### src/common/alarm_types_pkg.sv
// Alarm record field widths, field types and the alarm class encoding
package alarm_types_pkg;

  // Field widths of one alarm record
  localparam int syn_w  = 8;
  localparam int unit_w = 4;
  localparam int aid_w  = 6;
  localparam int cls_w  = 2;

  // Whole record, packed as unit, aid, class, syndrome from high to low
  localparam int rec_w  = unit_w + aid_w + cls_w + syn_w;

  // Syndrome captured with the first strobe of an alarm
  typedef logic [syn_w-1:0]  alarm_syn_t;

  // Unit number of the node that raised the alarm
  typedef logic [unit_w-1:0] alarm_unit_t;

  // Alarm id, counted from zero inside its class
  typedef logic [aid_w-1:0]  alarm_aid_t;

  // Severity class of an alarm source, the value 3 is never produced
  typedef enum logic [cls_w-1:0] {
    class_info = 2'd0,
    class_cor  = 2'd1,
    class_unc  = 2'd2
  } alarm_class_e;

  // Flat record as held in the skid buffers
  typedef logic [rec_w-1:0] alarm_rec_t;

endpackage

### src/common/alarm_cfg_pkg.sv
// Alarm source counts per class, class base indices and derived widths
package alarm_cfg_pkg;

  // Number of local sources in each class
  localparam int num_inf = 4;
  localparam int num_cor = 4;
  localparam int num_unc = 4;

  // All local sources of one node
  localparam int num_src = num_inf + num_cor + num_unc;

  // First source index of each class above info
  localparam int cor_base = num_inf;
  localparam int unc_base = num_inf + num_cor;

  // Width of a source index within a node
  localparam int src_idx_w = $clog2(num_src);

  // One bit per local source
  typedef logic [num_src-1:0] src_vec_t;

endpackage

### src/common/alarm_stream_if.sv
// Valid/ready alarm record stream with source and sink modports
`timescale 1ns/1ps

interface alarm_stream_if;

  // Handshake, a record moves on an edge where both are high
  logic                         v;
  logic                         ready;

  // Record fields, held stable by the source while stalled
  alarm_types_pkg::alarm_unit_t  unit;
  alarm_types_pkg::alarm_aid_t   aid;
  alarm_types_pkg::alarm_class_e cls;
  alarm_types_pkg::alarm_syn_t   syn;

  // Producer side drives valid and the fields
  modport src (
    output v, unit, aid, cls, syn,
    input  ready
  );

  // Consumer side drives ready only
  modport sink (
    input  v, unit, aid, cls, syn,
    output ready
  );

endinterface

### src/verilog/alarm_skid_buffer.sv
// Two-entry double buffer for alarm records on a valid/ready stream
`timescale 1ns/1ps

module alarm_skid_buffer (
  input  logic                        hqm_inp_gated_clk,
  input  logic                        hqm_inp_gated_rst_n,
  output logic                        in_ready,
  input  logic                        in_v,
  input  alarm_types_pkg::alarm_rec_t in_data,
  input  logic                        out_ready,
  output logic                        out_v,
  output alarm_types_pkg::alarm_rec_t out_data,
  output logic                        empty
);

  alarm_types_pkg::alarm_rec_t mem_q [2];
  logic [1:0]                  cnt_q;
  logic                        wr_ptr_q;
  logic                        rd_ptr_q;
  logic                        push;
  logic                        pop;

  // Ready depends only on the fill level, there is no path from out_ready
  assign in_ready = (cnt_q != 2'd2);
  assign out_v    = (cnt_q != 2'd0);
  assign empty    = (cnt_q == 2'd0);
  assign out_data = mem_q[rd_ptr_q];

  assign push = in_v & in_ready;
  assign pop  = out_v & out_ready;

  // ----------------------------------------
  // Pointers and fill level
  always_ff @(posedge hqm_inp_gated_clk or negedge hqm_inp_gated_rst_n) begin
    if (!hqm_inp_gated_rst_n) begin
      cnt_q    <= 2'd0;
      wr_ptr_q <= 1'b0;
      rd_ptr_q <= 1'b0;
    end else begin
      if (push) begin
        wr_ptr_q <= ~wr_ptr_q;
      end
      if (pop) begin
        rd_ptr_q <= ~rd_ptr_q;
      end
      // Simultaneous push and pop leave the level unchanged
      cnt_q <= cnt_q + 2'(push) - 2'(pop);
    end
  end

  // Entry storage
  always_ff @(posedge hqm_inp_gated_clk) begin
    if (push) begin
      mem_q[wr_ptr_q] <= in_data;
    end
  end

endmodule

### src/int_serializer/int_capture.sv
// Alarm strobe latching into a pending vector, a serialization snapshot and syndromes
`timescale 1ns/1ps

module int_capture (
  input  logic                                          hqm_inp_gated_clk,
  input  logic                                          hqm_inp_gated_rst_n,
  input  alarm_cfg_pkg::src_vec_t                       strb,
  input  alarm_types_pkg::alarm_syn_t [alarm_cfg_pkg::num_src-1:0] syn,
  input  logic                                          pop,
  input  logic [alarm_cfg_pkg::src_idx_w-1:0]           pop_idx,
  output alarm_cfg_pkg::src_vec_t                       snap,
  output alarm_types_pkg::alarm_syn_t [alarm_cfg_pkg::num_src-1:0] syn_q,
  output logic                                          busy
);

  alarm_cfg_pkg::src_vec_t pend_q;
  alarm_cfg_pkg::src_vec_t snap_q;
  alarm_cfg_pkg::src_vec_t pop_mask;
  alarm_cfg_pkg::src_vec_t pend_kept;
  alarm_cfg_pkg::src_vec_t snap_kept;
  alarm_cfg_pkg::src_vec_t pend_next;
  alarm_cfg_pkg::src_vec_t snap_next;

  // ----------------------------------------
  // Pending and snapshot update

  // One-hot mask of the entry served this cycle is zero when nothing pops
  assign pop_mask  = alarm_cfg_pkg::src_vec_t'(pop) << pop_idx;

  // Served entries leave both vectors on the popping edge
  assign pend_kept = pend_q & ~pop_mask;
  assign snap_kept = snap_q & ~pop_mask;

  // New strobes join pending and a repeat of a pending source merges into it
  assign pend_next = pend_kept | strb;

  // The snapshot only reloads once its whole burst has been served,
  // so later alarms cannot starve the ones already in it
  assign snap_next = (|snap_kept) ? snap_kept : pend_next;

  always_ff @(posedge hqm_inp_gated_clk or negedge hqm_inp_gated_rst_n) begin
    if (!hqm_inp_gated_rst_n) begin
      pend_q <= '0;
      snap_q <= '0;
    end else begin
      pend_q <= pend_next;
      snap_q <= snap_next;
    end
  end

  // ----------------------------------------
  // Syndrome storage

  // Only the first syndrome of an alarm is kept until it is served
  always_ff @(posedge hqm_inp_gated_clk) begin
    for (int i = 0; i < alarm_cfg_pkg::num_src; i++) begin
      if (strb[i] && !pend_kept[i]) begin
        syn_q[i] <= syn[i];
      end
    end
  end

  assign snap = snap_q;

  // Every snapshot entry is also pending, so pending alone shows outstanding work
  assign busy = |pend_q;

endmodule

### src/int_serializer/int_select.sv
// Lowest-index snapshot entry selection and local alarm record forming
`timescale 1ns/1ps

module int_select (
  input  alarm_cfg_pkg::src_vec_t                       snap,
  input  alarm_types_pkg::alarm_syn_t [alarm_cfg_pkg::num_src-1:0] syn_q,
  output logic                                          loc_v,
  output logic [alarm_cfg_pkg::src_idx_w-1:0]           loc_idx,
  output alarm_types_pkg::alarm_class_e                 loc_cls,
  output alarm_types_pkg::alarm_aid_t                   loc_aid,
  output alarm_types_pkg::alarm_syn_t                   loc_syn
);

  localparam logic [alarm_cfg_pkg::src_idx_w-1:0] cor_idx =
    alarm_cfg_pkg::src_idx_w'(alarm_cfg_pkg::cor_base);
  localparam logic [alarm_cfg_pkg::src_idx_w-1:0] unc_idx =
    alarm_cfg_pkg::src_idx_w'(alarm_cfg_pkg::unc_base);

  // A local record exists whenever any snapshot entry is set
  assign loc_v = |snap;

  // Priority encoder, scanning downwards so the lowest set bit wins
  always_comb begin
    loc_idx = '0;
    for (int i = alarm_cfg_pkg::num_src - 1; i >= 0; i--) begin
      if (snap[i]) begin
        loc_idx = alarm_cfg_pkg::src_idx_w'(i);
      end
    end
  end

  // Class comes from the index range, aid is the offset from the class base
  always_comb begin
    if (loc_idx >= unc_idx) begin
      loc_cls = alarm_types_pkg::class_unc;
      loc_aid = alarm_types_pkg::alarm_aid_t'(loc_idx - unc_idx);
    end else if (loc_idx >= cor_idx) begin
      loc_cls = alarm_types_pkg::class_cor;
      loc_aid = alarm_types_pkg::alarm_aid_t'(loc_idx - cor_idx);
    end else begin
      loc_cls = alarm_types_pkg::class_info;
      loc_aid = alarm_types_pkg::alarm_aid_t'(loc_idx);
    end
  end

  // Encoded index never exceeds num_src-1
  assign loc_syn = syn_q[loc_idx];

endmodule

### src/int_serializer/int_merge.sv
// Alternating arbitration between upstream and local alarm records
`timescale 1ns/1ps

module int_merge #(
  parameter alarm_types_pkg::alarm_unit_t unit = '0
) (
  input  logic                          hqm_inp_gated_clk,
  input  logic                          hqm_inp_gated_rst_n,
  alarm_stream_if.sink                  up,
  input  logic                          loc_v,
  input  alarm_types_pkg::alarm_class_e loc_cls,
  input  alarm_types_pkg::alarm_aid_t   loc_aid,
  input  alarm_types_pkg::alarm_syn_t   loc_syn,
  output logic                          loc_pop,
  alarm_stream_if.src                   down
);

  logic tog_q;
  logic up_sel;

  // ----------------------------------------
  // Record selection

  // Upstream wins when alone, or when both compete and it is its turn
  assign up_sel = up.v & ~(loc_v & ~tog_q);

  assign down.v    = up.v | loc_v;
  // Local records carry this node's unit number
  assign down.unit = up_sel ? up.unit : unit;
  assign down.aid  = up_sel ? up.aid  : loc_aid;
  assign down.cls  = up_sel ? up.cls  : loc_cls;
  assign down.syn  = up_sel ? up.syn  : loc_syn;

  // ----------------------------------------
  // Pop return

  // Exactly one side is consumed on an accepted transfer
  assign up.ready = up_sel & down.ready;
  assign loc_pop  = loc_v & ~up_sel & down.ready;

  // Turn passes to the other side after each contested transfer
  always_ff @(posedge hqm_inp_gated_clk or negedge hqm_inp_gated_rst_n) begin
    if (!hqm_inp_gated_rst_n) begin
      tog_q <= 1'b0;
    end else if (up.v && loc_v && down.ready) begin
      tog_q <= ~tog_q;
    end
  end

endmodule

### src/int_serializer/int_serializer.sv
// One alarm chain node with buffers, capture, select, merge and idle reporting
`timescale 1ns/1ps

module int_serializer #(
  parameter alarm_types_pkg::alarm_unit_t unit = '0
) (
  input  logic                                          hqm_inp_gated_clk,
  input  logic                                          hqm_inp_gated_rst_n,
  input  logic                                          rst_prep,
  input  alarm_cfg_pkg::src_vec_t                       strb,
  input  alarm_types_pkg::alarm_syn_t [alarm_cfg_pkg::num_src-1:0] syn,
  alarm_stream_if.sink                                  up,
  output logic                                          down_v,
  output alarm_types_pkg::alarm_rec_t                   down_rec,
  input  logic                                          down_ready,
  output logic                                          idle
);

  alarm_stream_if up_q ();
  alarm_stream_if down_d ();

  alarm_types_pkg::alarm_rec_t up_rec;
  logic                        up_empty;
  logic                        down_empty;
  logic                        down_out_v;
  alarm_cfg_pkg::src_vec_t     snap;
  alarm_types_pkg::alarm_syn_t [alarm_cfg_pkg::num_src-1:0] syn_q;
  logic                        busy;
  logic                        loc_v;
  logic [alarm_cfg_pkg::src_idx_w-1:0] loc_idx;
  alarm_types_pkg::alarm_class_e loc_cls;
  alarm_types_pkg::alarm_aid_t loc_aid;
  alarm_types_pkg::alarm_syn_t loc_syn;
  logic                        loc_pop;

  // ----------------------------------------
  // Upstream buffer, flattened on the way in and split on the way out
  alarm_skid_buffer up_buf_i (
    .hqm_inp_gated_clk   (hqm_inp_gated_clk),
    .hqm_inp_gated_rst_n (hqm_inp_gated_rst_n),
    .in_ready            (up.ready),
    .in_v                (up.v),
    .in_data             ({up.unit, up.aid, up.cls, up.syn}),
    .out_ready           (up_q.ready),
    .out_v               (up_q.v),
    .out_data            (up_rec),
    .empty               (up_empty)
  );

  assign up_q.unit = up_rec[19:16];
  assign up_q.aid  = up_rec[15:10];
  assign up_q.cls  = alarm_types_pkg::alarm_class_e'(up_rec[9:8]);
  assign up_q.syn  = up_rec[7:0];

  // Local alarm path
  int_capture capture_i (
    .hqm_inp_gated_clk   (hqm_inp_gated_clk),
    .hqm_inp_gated_rst_n (hqm_inp_gated_rst_n),
    .strb                (strb),
    .syn                 (syn),
    .pop                 (loc_pop),
    .pop_idx             (loc_idx),
    .snap                (snap),
    .syn_q               (syn_q),
    .busy                (busy)
  );

  int_select select_i (
    .snap    (snap),
    .syn_q   (syn_q),
    .loc_v   (loc_v),
    .loc_idx (loc_idx),
    .loc_cls (loc_cls),
    .loc_aid (loc_aid),
    .loc_syn (loc_syn)
  );

  int_merge #(.unit(unit)) merge_i (
    .hqm_inp_gated_clk   (hqm_inp_gated_clk),
    .hqm_inp_gated_rst_n (hqm_inp_gated_rst_n),
    .up                  (up_q),
    .loc_v               (loc_v),
    .loc_cls             (loc_cls),
    .loc_aid             (loc_aid),
    .loc_syn             (loc_syn),
    .loc_pop             (loc_pop),
    .down                (down_d)
  );

  // ----------------------------------------
  // Downstream buffer, stalled while reset-prepare hides its output
  alarm_skid_buffer down_buf_i (
    .hqm_inp_gated_clk   (hqm_inp_gated_clk),
    .hqm_inp_gated_rst_n (hqm_inp_gated_rst_n),
    .in_ready            (down_d.ready),
    .in_v                (down_d.v),
    .in_data             ({down_d.unit, down_d.aid, down_d.cls, down_d.syn}),
    .out_ready           (down_ready & ~rst_prep),
    .out_v               (down_out_v),
    .out_data            (down_rec),
    .empty               (down_empty)
  );

  assign down_v = down_out_v & ~rst_prep;

  // Nothing buffered and nothing waiting in capture
  assign idle = up_empty & down_empty & ~busy;

endmodule

### src/verilog/alarm_chain_top.sv
// Two chained alarm nodes with plain top-level ports
`timescale 1ns/1ps

module alarm_chain_top (
  input  logic                                          hqm_inp_gated_clk,
  input  logic                                          hqm_inp_gated_rst_n,
  input  logic                                          rst_prep,
  input  alarm_cfg_pkg::src_vec_t                       n0_strb,
  input  alarm_types_pkg::alarm_syn_t [alarm_cfg_pkg::num_src-1:0] n0_syn,
  input  alarm_cfg_pkg::src_vec_t                       n1_strb,
  input  alarm_types_pkg::alarm_syn_t [alarm_cfg_pkg::num_src-1:0] n1_syn,
  output logic                                          down_v,
  output alarm_types_pkg::alarm_unit_t                  down_unit,
  output alarm_types_pkg::alarm_aid_t                   down_aid,
  output alarm_types_pkg::alarm_class_e                 down_cls,
  output alarm_types_pkg::alarm_syn_t                   down_syn,
  input  logic                                          down_ready,
  output logic                                          idle
);

  alarm_stream_if n0_up ();
  alarm_stream_if link ();

  alarm_types_pkg::alarm_rec_t n0_rec;
  alarm_types_pkg::alarm_rec_t n1_rec;
  logic                        n0_idle;
  logic                        n1_idle;

  // Node 0 is the head of the chain and never sees upstream traffic
  assign n0_up.v    = 1'b0;
  assign n0_up.unit = '0;
  assign n0_up.aid  = '0;
  assign n0_up.cls  = alarm_types_pkg::class_info;
  assign n0_up.syn  = '0;

  int_serializer #(.unit(4'd0)) n0_i (
    .hqm_inp_gated_clk   (hqm_inp_gated_clk),
    .hqm_inp_gated_rst_n (hqm_inp_gated_rst_n),
    .rst_prep            (rst_prep),
    .strb                (n0_strb),
    .syn                 (n0_syn),
    .up                  (n0_up),
    .down_v              (link.v),
    .down_rec            (n0_rec),
    .down_ready          (link.ready),
    .idle                (n0_idle)
  );

  // Node 0 records enter node 1 as its upstream stream
  assign link.unit = n0_rec[19:16];
  assign link.aid  = n0_rec[15:10];
  assign link.cls  = alarm_types_pkg::alarm_class_e'(n0_rec[9:8]);
  assign link.syn  = n0_rec[7:0];

  int_serializer #(.unit(4'd1)) n1_i (
    .hqm_inp_gated_clk   (hqm_inp_gated_clk),
    .hqm_inp_gated_rst_n (hqm_inp_gated_rst_n),
    .rst_prep            (rst_prep),
    .strb                (n1_strb),
    .syn                 (n1_syn),
    .up                  (link),
    .down_v              (down_v),
    .down_rec            (n1_rec),
    .down_ready          (down_ready),
    .idle                (n1_idle)
  );

  assign down_unit = n1_rec[19:16];
  assign down_aid  = n1_rec[15:10];
  assign down_cls  = alarm_types_pkg::alarm_class_e'(n1_rec[9:8]);
  assign down_syn  = n1_rec[7:0];

  assign idle = n0_idle & n1_idle;

endmodule

### config.mk
export PLATFORM = sky130hd
export DESIGN_NAME = alarm_chain_top
export DESIGN_NICKNAME = d
export VERILOG_FILES = /design/src/common/alarm_types_pkg.sv /design/src/common/alarm_cfg_pkg.sv /design/src/common/alarm_stream_if.sv /design/src/verilog/alarm_skid_buffer.sv /design/src/int_serializer/int_capture.sv /design/src/int_serializer/int_select.sv /design/src/int_serializer/int_merge.sv /design/src/int_serializer/int_serializer.sv /design/src/verilog/alarm_chain_top.sv
export SDC_FILE = /design/constraint.sdc
export NUM_CORES = 1
export LEC_CHECK = 0
export BUFFER_PORTS_ARGS = -buffer_cell sky130_fd_sc_hd__buf_2
export CAP_MARGIN = 20
export CELL_PAD_IN_SITES_DETAIL_PLACEMENT = 0
export CELL_PAD_IN_SITES_GLOBAL_PLACEMENT = 1
export CORE_UTILIZATION = 50
export DETAILED_ROUTE_END_ITERATION = 8
export GPL_TIMING_DRIVEN = 0
export PLACE_DENSITY_LB_ADDON = 0.05
export REMOVE_ABC_BUFFERS = 1
export SETUP_SLACK_MARGIN = 0.5
export SLEW_MARGIN = 30
export SYNTH_ARGS = -nofsm -noshare
export SYNTH_HDL_FRONTEND = slang
export SYNTH_HIERARCHICAL = 1
export SYNTH_SLANG_ARGS = --single-unit
export TNS_END_PERCENT = 10
### constraint.sdc
create_clock -name hqm_inp_gated_clk -period 6 [get_ports hqm_inp_gated_clk]
set_clock_uncertainty 0.2 [all_clocks]
set_input_delay 0 -clock hqm_inp_gated_clk [delete_from_list [all_inputs] [get_ports hqm_inp_gated_clk]]
set_output_delay 0 -clock hqm_inp_gated_clk [all_outputs]
set_load 0.03 [all_outputs]
==> results of run 1 <==
-- stage by stage --
step           instance area (um^2)  utilization (%)  hold WS, ps
2_1_floorplan                 18100                -         -496
3_5_place_dp                  20000             56.0         -285
3_3_place_gp                  19900             55.7        -23.2
-- logic make-up after synthesis --
family,count (synthesis),synth area share [%]
other,1,0.0205
multiplexers,174,10.3
XOR/XNOR,18,0.862
flip-flops,418,66.9
AND/OR/NAND/NOR,311,9.11
adder cells (fa/ha/maj),12,0.821
buffers and inverters,107,2.98
AO/OA/AOI/OAI,198,9.04
==> results.md, run 1 <==
- Seq cells post-synth: ~420
- PortBufs: between 200 and 250
- Post-synth cell types: 70
- Clock Tree Root: clkbuf_16
- Die Width: 193 um
- Synth top area share: 57.8%
- Synth Warn #: 6
- Err: [ERROR RSZ-0060] Max buffer count reached.
- Hold-fix buffers, CTS: 405
- Die height: about 190 um
- DP Worst Slack: about 1200 ps
- GP Congestion: 0.893
- Most frequent cells after synthesis: 352 x edfxtp_1, 114 x mux2_2, 102 x nand2_1, 66 x dfrtp_1, 60 x mux2i_1
- Cells after synthesis: around 1200
- Row cnt: ~70
- Top_reg_cell synth: edfxtp_1
- Synth Area per Inst: 14.8 um^2
- Post-Syn Area: about 18000 um^2
- Number of flops mapped to enable cells by yosys: between 300 and 400
- Async set-or-reset flop fraction in the synthesized netlist: 15.8%
- Area leader, netlist: edfxtp_1
- Stop stage: 4_1_cts
- Setup bufs post-CTS: 0
- # resized after CTS: 0
- Dpl cells: 1940
- Clock net sink count: around 420
- CTS Buffer Depth: 3
- Post-synthesis sequential area ratio: roughly two thirds
- Htree depth: 2
- Most common cell in the netlist: edfxtp_1
- DP Wirelength: roughly 30 mm
- Initial Util: roughly half
- Status: stopped before the end
- I/O Pins: 242
- Total CTS buffers: 45
- Top cells by area, synth: edfxtp_1 58%, dfrtp_1 9.0%, mux2_2 7.0%
==> run 2, diff against run 1 <==
Settings changed: CELL_PAD_IN_SITES_DETAIL_PLACEMENT 0 to default, CELL_PAD_IN_SITES_GLOBAL_PLACEMENT 1 to default, CORE_UTILIZATION 50 to 35, PLACE_DENSITY_LB_ADDON 0.05 to 0.15, SETUP_SLACK_MARGIN 0.5 to default.
==> run 2 against run 1 <==
  * The flow now finishes, with violations (slew limit)
  * Synthesized cell count stayed put
  * Synthesized area is the same
==> results.md, run 2 <==
- Regs by FF count: n0_i/capture_i/syn_q x96, n1_i/capture_i/syn_q x96
- CP max FO: 36
- Max-Cap Viols: 0
- Commonest non-fill, non-tap cells in the layout: 437 x dlygate4sd3_1, 352 x edfxtp_1, 240 x buf_2, 114 x mux2_2, 102 x nand2_1
- Total CTS buffers: 48
- Core area: 51400 um^2
- Most common cell in the netlist: edfxtp_1
- Die area: between 50000 and 60000 um^2
- ANT nets after route: 0
- Number of flops mapped to enable cells by yosys: roughly 350
- Initial DRC Count: roughly 640
- Clock slew at reported path FFs: 60 ps
- GRT Util Overall: approximately a fifth
- Least-Margin Pin Slew: 1820 ps
- Post-Syn Area: around 18000 um^2
- TritonRoute pass-1 iters: 5
- Clock net sink count: 418
- Final Power: 15.5 mW
- Cells after synthesis: 1239
- Crit-path leading delay family: compound AO/OA/AOI/OAI gates
- I/O Pins: between 200 and 250
- Setup bufs post-CTS: 0
- Critical path arrival: approximately 5300 ps
- Top_reg_cell synth: edfxtp_1
- Total grt overflow: 0
- Async set-or-reset flop fraction in the synthesized netlist: about 16%
- Final setup violation count: 0
- Area leader, netlist: edfxtp_1
- Worst Path Required: approximately 6300 ps
- Most frequent cells after synthesis: 352 x edfxtp_1, 114 x mux2_2, 102 x nand2_1, 66 x dfrtp_1, 60 x mux2i_1
- Final hold vios: 0
- Total Wirelength: 52.1 mm
- Final core utilization: approximately half
- DP Worst Slack: around 1200 ps
- Relative slew margins: -22.1%
- Worst min-delay path category: input pin to async pin
- TritonCTS clock tree: built
- Fmax: 201 MHz
- Die height: 231 um
- Fill count: 4331
- CP max-delay cell: a211oi_2
- Vias in the first global route: about 14000
- GP Congestion: about 0.83
- RSZ-0062 raised after global routing: false
- Psw: 6.44 mW
- Post-synthesis sequential area ratio: around two thirds
- Post-route DRC: 0
- Net Sw Frac: between 40 and 50%
- Die Width: about 230 um
- Internal: slightly above 9 mW
- Crit Path Class: flip-flop to flip-flop
- Nets: ~2200
- Clock latency on the worst-skew pair: 610 ps
- Synth top area share: just under 60%
- Via density: 4.86
- Final period util: between 80 and 90%
- Worst path bufs/invs: 1
- Seq cells post-synth: roughly 420
- Htree depth: 2
- Final setup margin: 1020 ps
- Synth Warn #: 6
- Critical Path Start Type: flip-flop
- Via count: around 13000
- Post-synth cell types: 70
- Leak: between 10 and 15 nW
- Initial antenna violation count: 1
- PortBufs: 241
- Hold_ws: 263 ps
- Initial Util: 35.6%
- # resized after CTS: 0
- Pwr dens: roughly 590 nW/um^2
- First-pass GRT wire length: 80.3 mm
- Top cells by area, synth: edfxtp_1 58%, dfrtp_1 9.0%, mux2_2 7.0%
- Worst ir drop on vdd: approximately 0.00046 V
- Tmin final: between 4000 and 5000 ps
- Layout cells sized above 1: between 20% and 30%
- Combinational share of power: about half
- Setup TNS: 0 ps
- Clock Power Share: between 10% and 20%
- Most common cell after layout, fill and taps aside: dlygate4sd3_1
- Cell Chain, Critical Path: a211oi_2, o21ai_2, inv_2, nand3_1, o21ai_1, nand4_1, o41ai_1
- Largest net degree at the start of global routing: 40
- Synth Area per Inst: roughly 15 um^2
- Clock Tree Root: clkbuf_16
- Status: finished with violations
- Worst path max stage delay: 920 ps
- CTS Buffer Depth: 3
- Drt wl/cell: 19.4 um
- Area Overhead vs Synth: 43.5%
- CP Capture Type: flip-flop
- Failing checks: slew limit
- DP Wirelength: around 33 mm
- Row cnt: 83
- Max Slew Vio Count: 21
- Sequential Power Share: roughly a third
run 2: cell counts after synthesis:
No cell type changed its count.
run 2: cell families (layout without fill, tap and decap cells):
family                   after synthesis  in the layout  share of synthesized area (%)
AO/OA/AOI/OAI                        198            198                           9.04
AND/OR/NAND/NOR                      311            311                           9.11
multiplexers                         174            174                           10.3
XOR/XNOR                              18             18                          0.862
adder cells (fa/ha/maj)               12             12                          0.821
flip-flops                           418            418                           66.9
buffers and inverters                107            831                           2.98
other                                  1             44                         0.0205
run 2: what timing repair did:
| action | in CTS | in global routing |
|---|---|---|
| endpoints found under the setup margin | 0 | 0 |
| hold buffers | 438 | 0 |
| hold endpoints to repair | 540 | 0 |
run 2: power by group through the flow:
stage / Combinational, mW / Clock, mW / Sequential (mW)
after CTS: 7.61 / 2.92 / 5.07
after global routing: 8.19 / 3.02 / 5.17
after global placement: 7.17 / 0 / 5.10
after floorplan: 4.95 / 0 / 4.94
final: 7.60 / 2.84 / 5.07
after detailed placement: 7.35 / 0 / 5.12
run 2: cell type report:
cell class	instances	area [um^2]	area share, %
Inverter	61	229	0.873
Clock inverter	33	295	1.13
Sequential cell	418	12200	46.6
Tap cell	680	851	3.24
Multi-Input combinational cell	755	5730	21.8
Clock buffer	54	1220	4.67
Antenna cell	2	5.00	0.0191
Timing Repair Buffer	683	5670	21.6
run 2: routing by layer:
metal / GRT usage [%] / part of all wire (%) / vias to the layer above
met3: 3.16 / 5.6 / 88
met1: 25.2 / 42 / 6389
met2: 33.8 / 49 / 452
met4: 6.95 / 2.7 / 0
li1: - / - / 6137
met5: 0 / 0 / -
run 2: final timing paths:
check	startpoint	endpoint	slack, ps	cells after the start
worst max-delay path	n1_i/capture_i/snap[0]	n1_i/capture_i/snap[11]	1020	7
worst min-delay path	hqm_inp_gated_rst_n	n0_i/up_buf_i/cnt_q[1]	260	4
worst max register to register	n1_i/capture_i/snap[0]	n1_i/capture_i/snap[11]	1020	7
worst min register to register	n0_i/down_buf_i/cnt_q[1]	n0_i/down_buf_i/cnt_q[1]	310	1
max in group asynchronous	hqm_inp_gated_rst_n	n1_i/up_buf_i/rd_ptr_q	5090	4
min in group hqm_inp_gated_clk	rst_prep	n1_i/up_buf_i/wr_ptr_q	280	5
run 2: worst min-delay path, stage by stage:
cell and delay, ps:
dlygate4sd3_1 520, dlygate4sd3_1 540, buf_4 150, buf_12 190
run 2: per-stage QoR:
step / instance area, um^2 / instances
global route: 26200 / 2685
global placement: 20200 / 2155
detailed placement: 20300 / 2159
CTS: 26200 / 2684
floorplan: 18100 / 1234
finish: 26200 / 2686
Power figures use the tool's default switching activity.
==> run 3, diff against run 2 <==
Clock period 6 ns to 4.8 ns, I/O delays scaled along.
==> run 3 against run 2 <==
  * The flow still finishes with violations (slew limit)
  * Clock power grew 25%
  * Total power grew 25%
  * Hold slack is essentially flat
  * Via count grew 0.21%
  * Utilization grew 0.054 points
  * Flip-flop and latch count is the same
  * Sequential power grew 25%
  * Global-route usage is the same
  * First-iteration DRC count grew 8.5%
  * Die area is the same
  * Combinational power grew 25%
  * Final cell count is essentially flat
  * Largest power group unchanged
==> results.md, run 3 (synthesis results as in run 2) <==
- Failing checks: slew limit
- Initial Util: between 30% and 40%
- Max Slew Vio Count: 21
- Critical path arrival: 4680 ps
- Fmax: 227 MHz
- Tmin final: approximately 4400 ps
- Htree depth: 2
- Final hold vios: 0
- Regs by FF count: n0_i/capture_i/syn_q x96, n1_i/capture_i/syn_q x96
- First-pass GRT wire length: ~80 mm
- CP max FO: 36
- Placed cell areas: 20300 um^2
- RSZ-0062 raised after global routing: false
- ANT nets after route: 0
- Commonest non-fill, non-tap cells in the layout: 437 x dlygate4sd3_1, 352 x edfxtp_1, 240 x buf_2, 114 x mux2_2, 102 x nand2_1
- Clock Tree Root: clkbuf_16
- I/O Pins: roughly 240
- Via density: approximately 5
- CTS Buffer Depth: 3
- TritonRoute pass-1 iters: 5
- Final period util: a little over 90%
- Critical Path Start Type: flip-flop
- Worst min-delay path category: input pin to async pin
- Least-Margin Pin Slew: 1790 ps
- TritonCTS clock tree: built
- Final non-filler cell total: ~2700
- Die Width: about 230 um
- Dpl cells: 2159
- Pwr dens: about 740 nW/um^2
- Final setup violation count: 0
- Die area: 53100 um^2
- Most common cell after layout, fill and taps aside: dlygate4sd3_1
- Worst Path Required: ~5100 ps
- Nets: 2199
- Relative slew margins: -19.8%
- CP Capture Type: flip-flop
- Crit Path Class: flip-flop to flip-flop
- PortBufs: 241
- Post-route DRC: 0
- Drt wl/cell: between 15 and 20 um
- Status: finished with violations
- Leak: approximately 10 nW
- GP Congestion: approximately 0.83
- Largest net degree at the start of global routing: 40
- Design Area, Final: around 26000 um^2
- Clock net sink count: approximately 420
- DP Worst Slack: -24.3 ps
- Total grt overflow: 0
- Via count: approximately 13000
- Setup TNS: 0 ps
- Fill count: around 4300
- Hold_ws: around 260 ps
- Clock latency on the worst-skew pair: around 600 ps
- Vias in the first global route: ~14000
- Total Wirelength: roughly 52 mm
- Initial antenna violation count: 1
- Core area: 51400 um^2
- Initial DRC Count: ~700
- Layout cells sized above 1: about a quarter
- Area Overhead vs Synth: 43.6%
- Total CTS buffers: 48
- DP Wirelength: around 33 mm
- Worst ir drop on vdd: roughly 0.00060 V
- Row cnt: 83
- GRT Util Overall: 19.7%
- Max-Cap Viols: 0
- Die height: 231 um
- Clock slew at reported path FFs: ~60 ps
- Final setup margin: between 300 and 400 ps
[run 3: cell types whose count changed in the layout (fill, tap and decap cells not counted), sizes merged]
cell	delta
diode	+1
[run 3: final timing paths]
check,end,startpoint,depth (start not counted),slack [ps]
setup / recovery,n1_i/capture_i/snap[11],n1_i/capture_i/snap[0],7,400
hold / removal,n0_i/capture_i/pend_q[0],hqm_inp_gated_rst_n,4,260
setup reg to reg,n1_i/capture_i/snap[11],n1_i/capture_i/snap[0],7,400
hold reg to reg,n0_i/down_buf_i/cnt_q[1],n0_i/down_buf_i/cnt_q[1],1,310
max in group asynchronous,n1_i/up_buf_i/rd_ptr_q,hqm_inp_gated_rst_n,4,3890
min in group hqm_inp_gated_clk,n1_i/up_buf_i/wr_ptr_q,rst_prep,5,280
[run 3: metal layers]
layer / up-vias / routed length [um] / share of wire [%] / GRT usage [%]
met5: - / 0 / 0 / 0
met4: 0 / 1420 / 2.7 / 6.95
met3: 86 / 2760 / 5.3 / 3.16
met2: 431 / 25700 / 49 / 33.8
met1: 6437 / 22200 / 43 / 25.2
li1: 6140 / - / - / -
[run 3: through the flow]
stage	power, mW	util [%]
after floorplan	12.4	-
after global placement	15.3	39.2
after detailed placement	15.6	39.5
after CTS	19.5	51.0
after global routing	20.5	51.1
final	19.4	51.1
[run 3: what timing repair did]
action,CTS,global route
hold buffers,438,0
gates resized for setup,2,3
buffers inserted,0,0
hold endpoints to repair,540,0
setup endpoints to repair,13,9
[run 3: report_power, final]
group | total, mW | leakage [nW] | internal [mW] | switching [mW]
sequential | 6.34 | 3.98 | 5.70 | 0.637
clock | 3.55 | 0.747 | 2.05 | 1.50
combinational | 9.50 | 5.44 | 3.59 | 5.92
total | 19.4 | 10.2 | 11.3 | 8.05
[run 3: worst max-delay path, cell delays in order, from the launching register on]
cell and delay [ps]:
dfrtp_1 690, a211oi_4 700, o21ai_2 350, inv_4 540
nand3_1 210, o21ai_1 320, nand4_1 660, o41ai_1 580
[run 3: layout make-up]
type,count,area (um^2),share of cell area [%]
Multi-Input combinational cell,755,5750,21.9
Clock inverter,33,295,1.12
Timing Repair Buffer,683,5670,21.6
Clock buffer,54,1220,4.66
Inverter,61,234,0.891
Sequential cell,418,12200,46.6
Antenna cell,3,7.51,0.0286
Tap cell,680,851,3.24
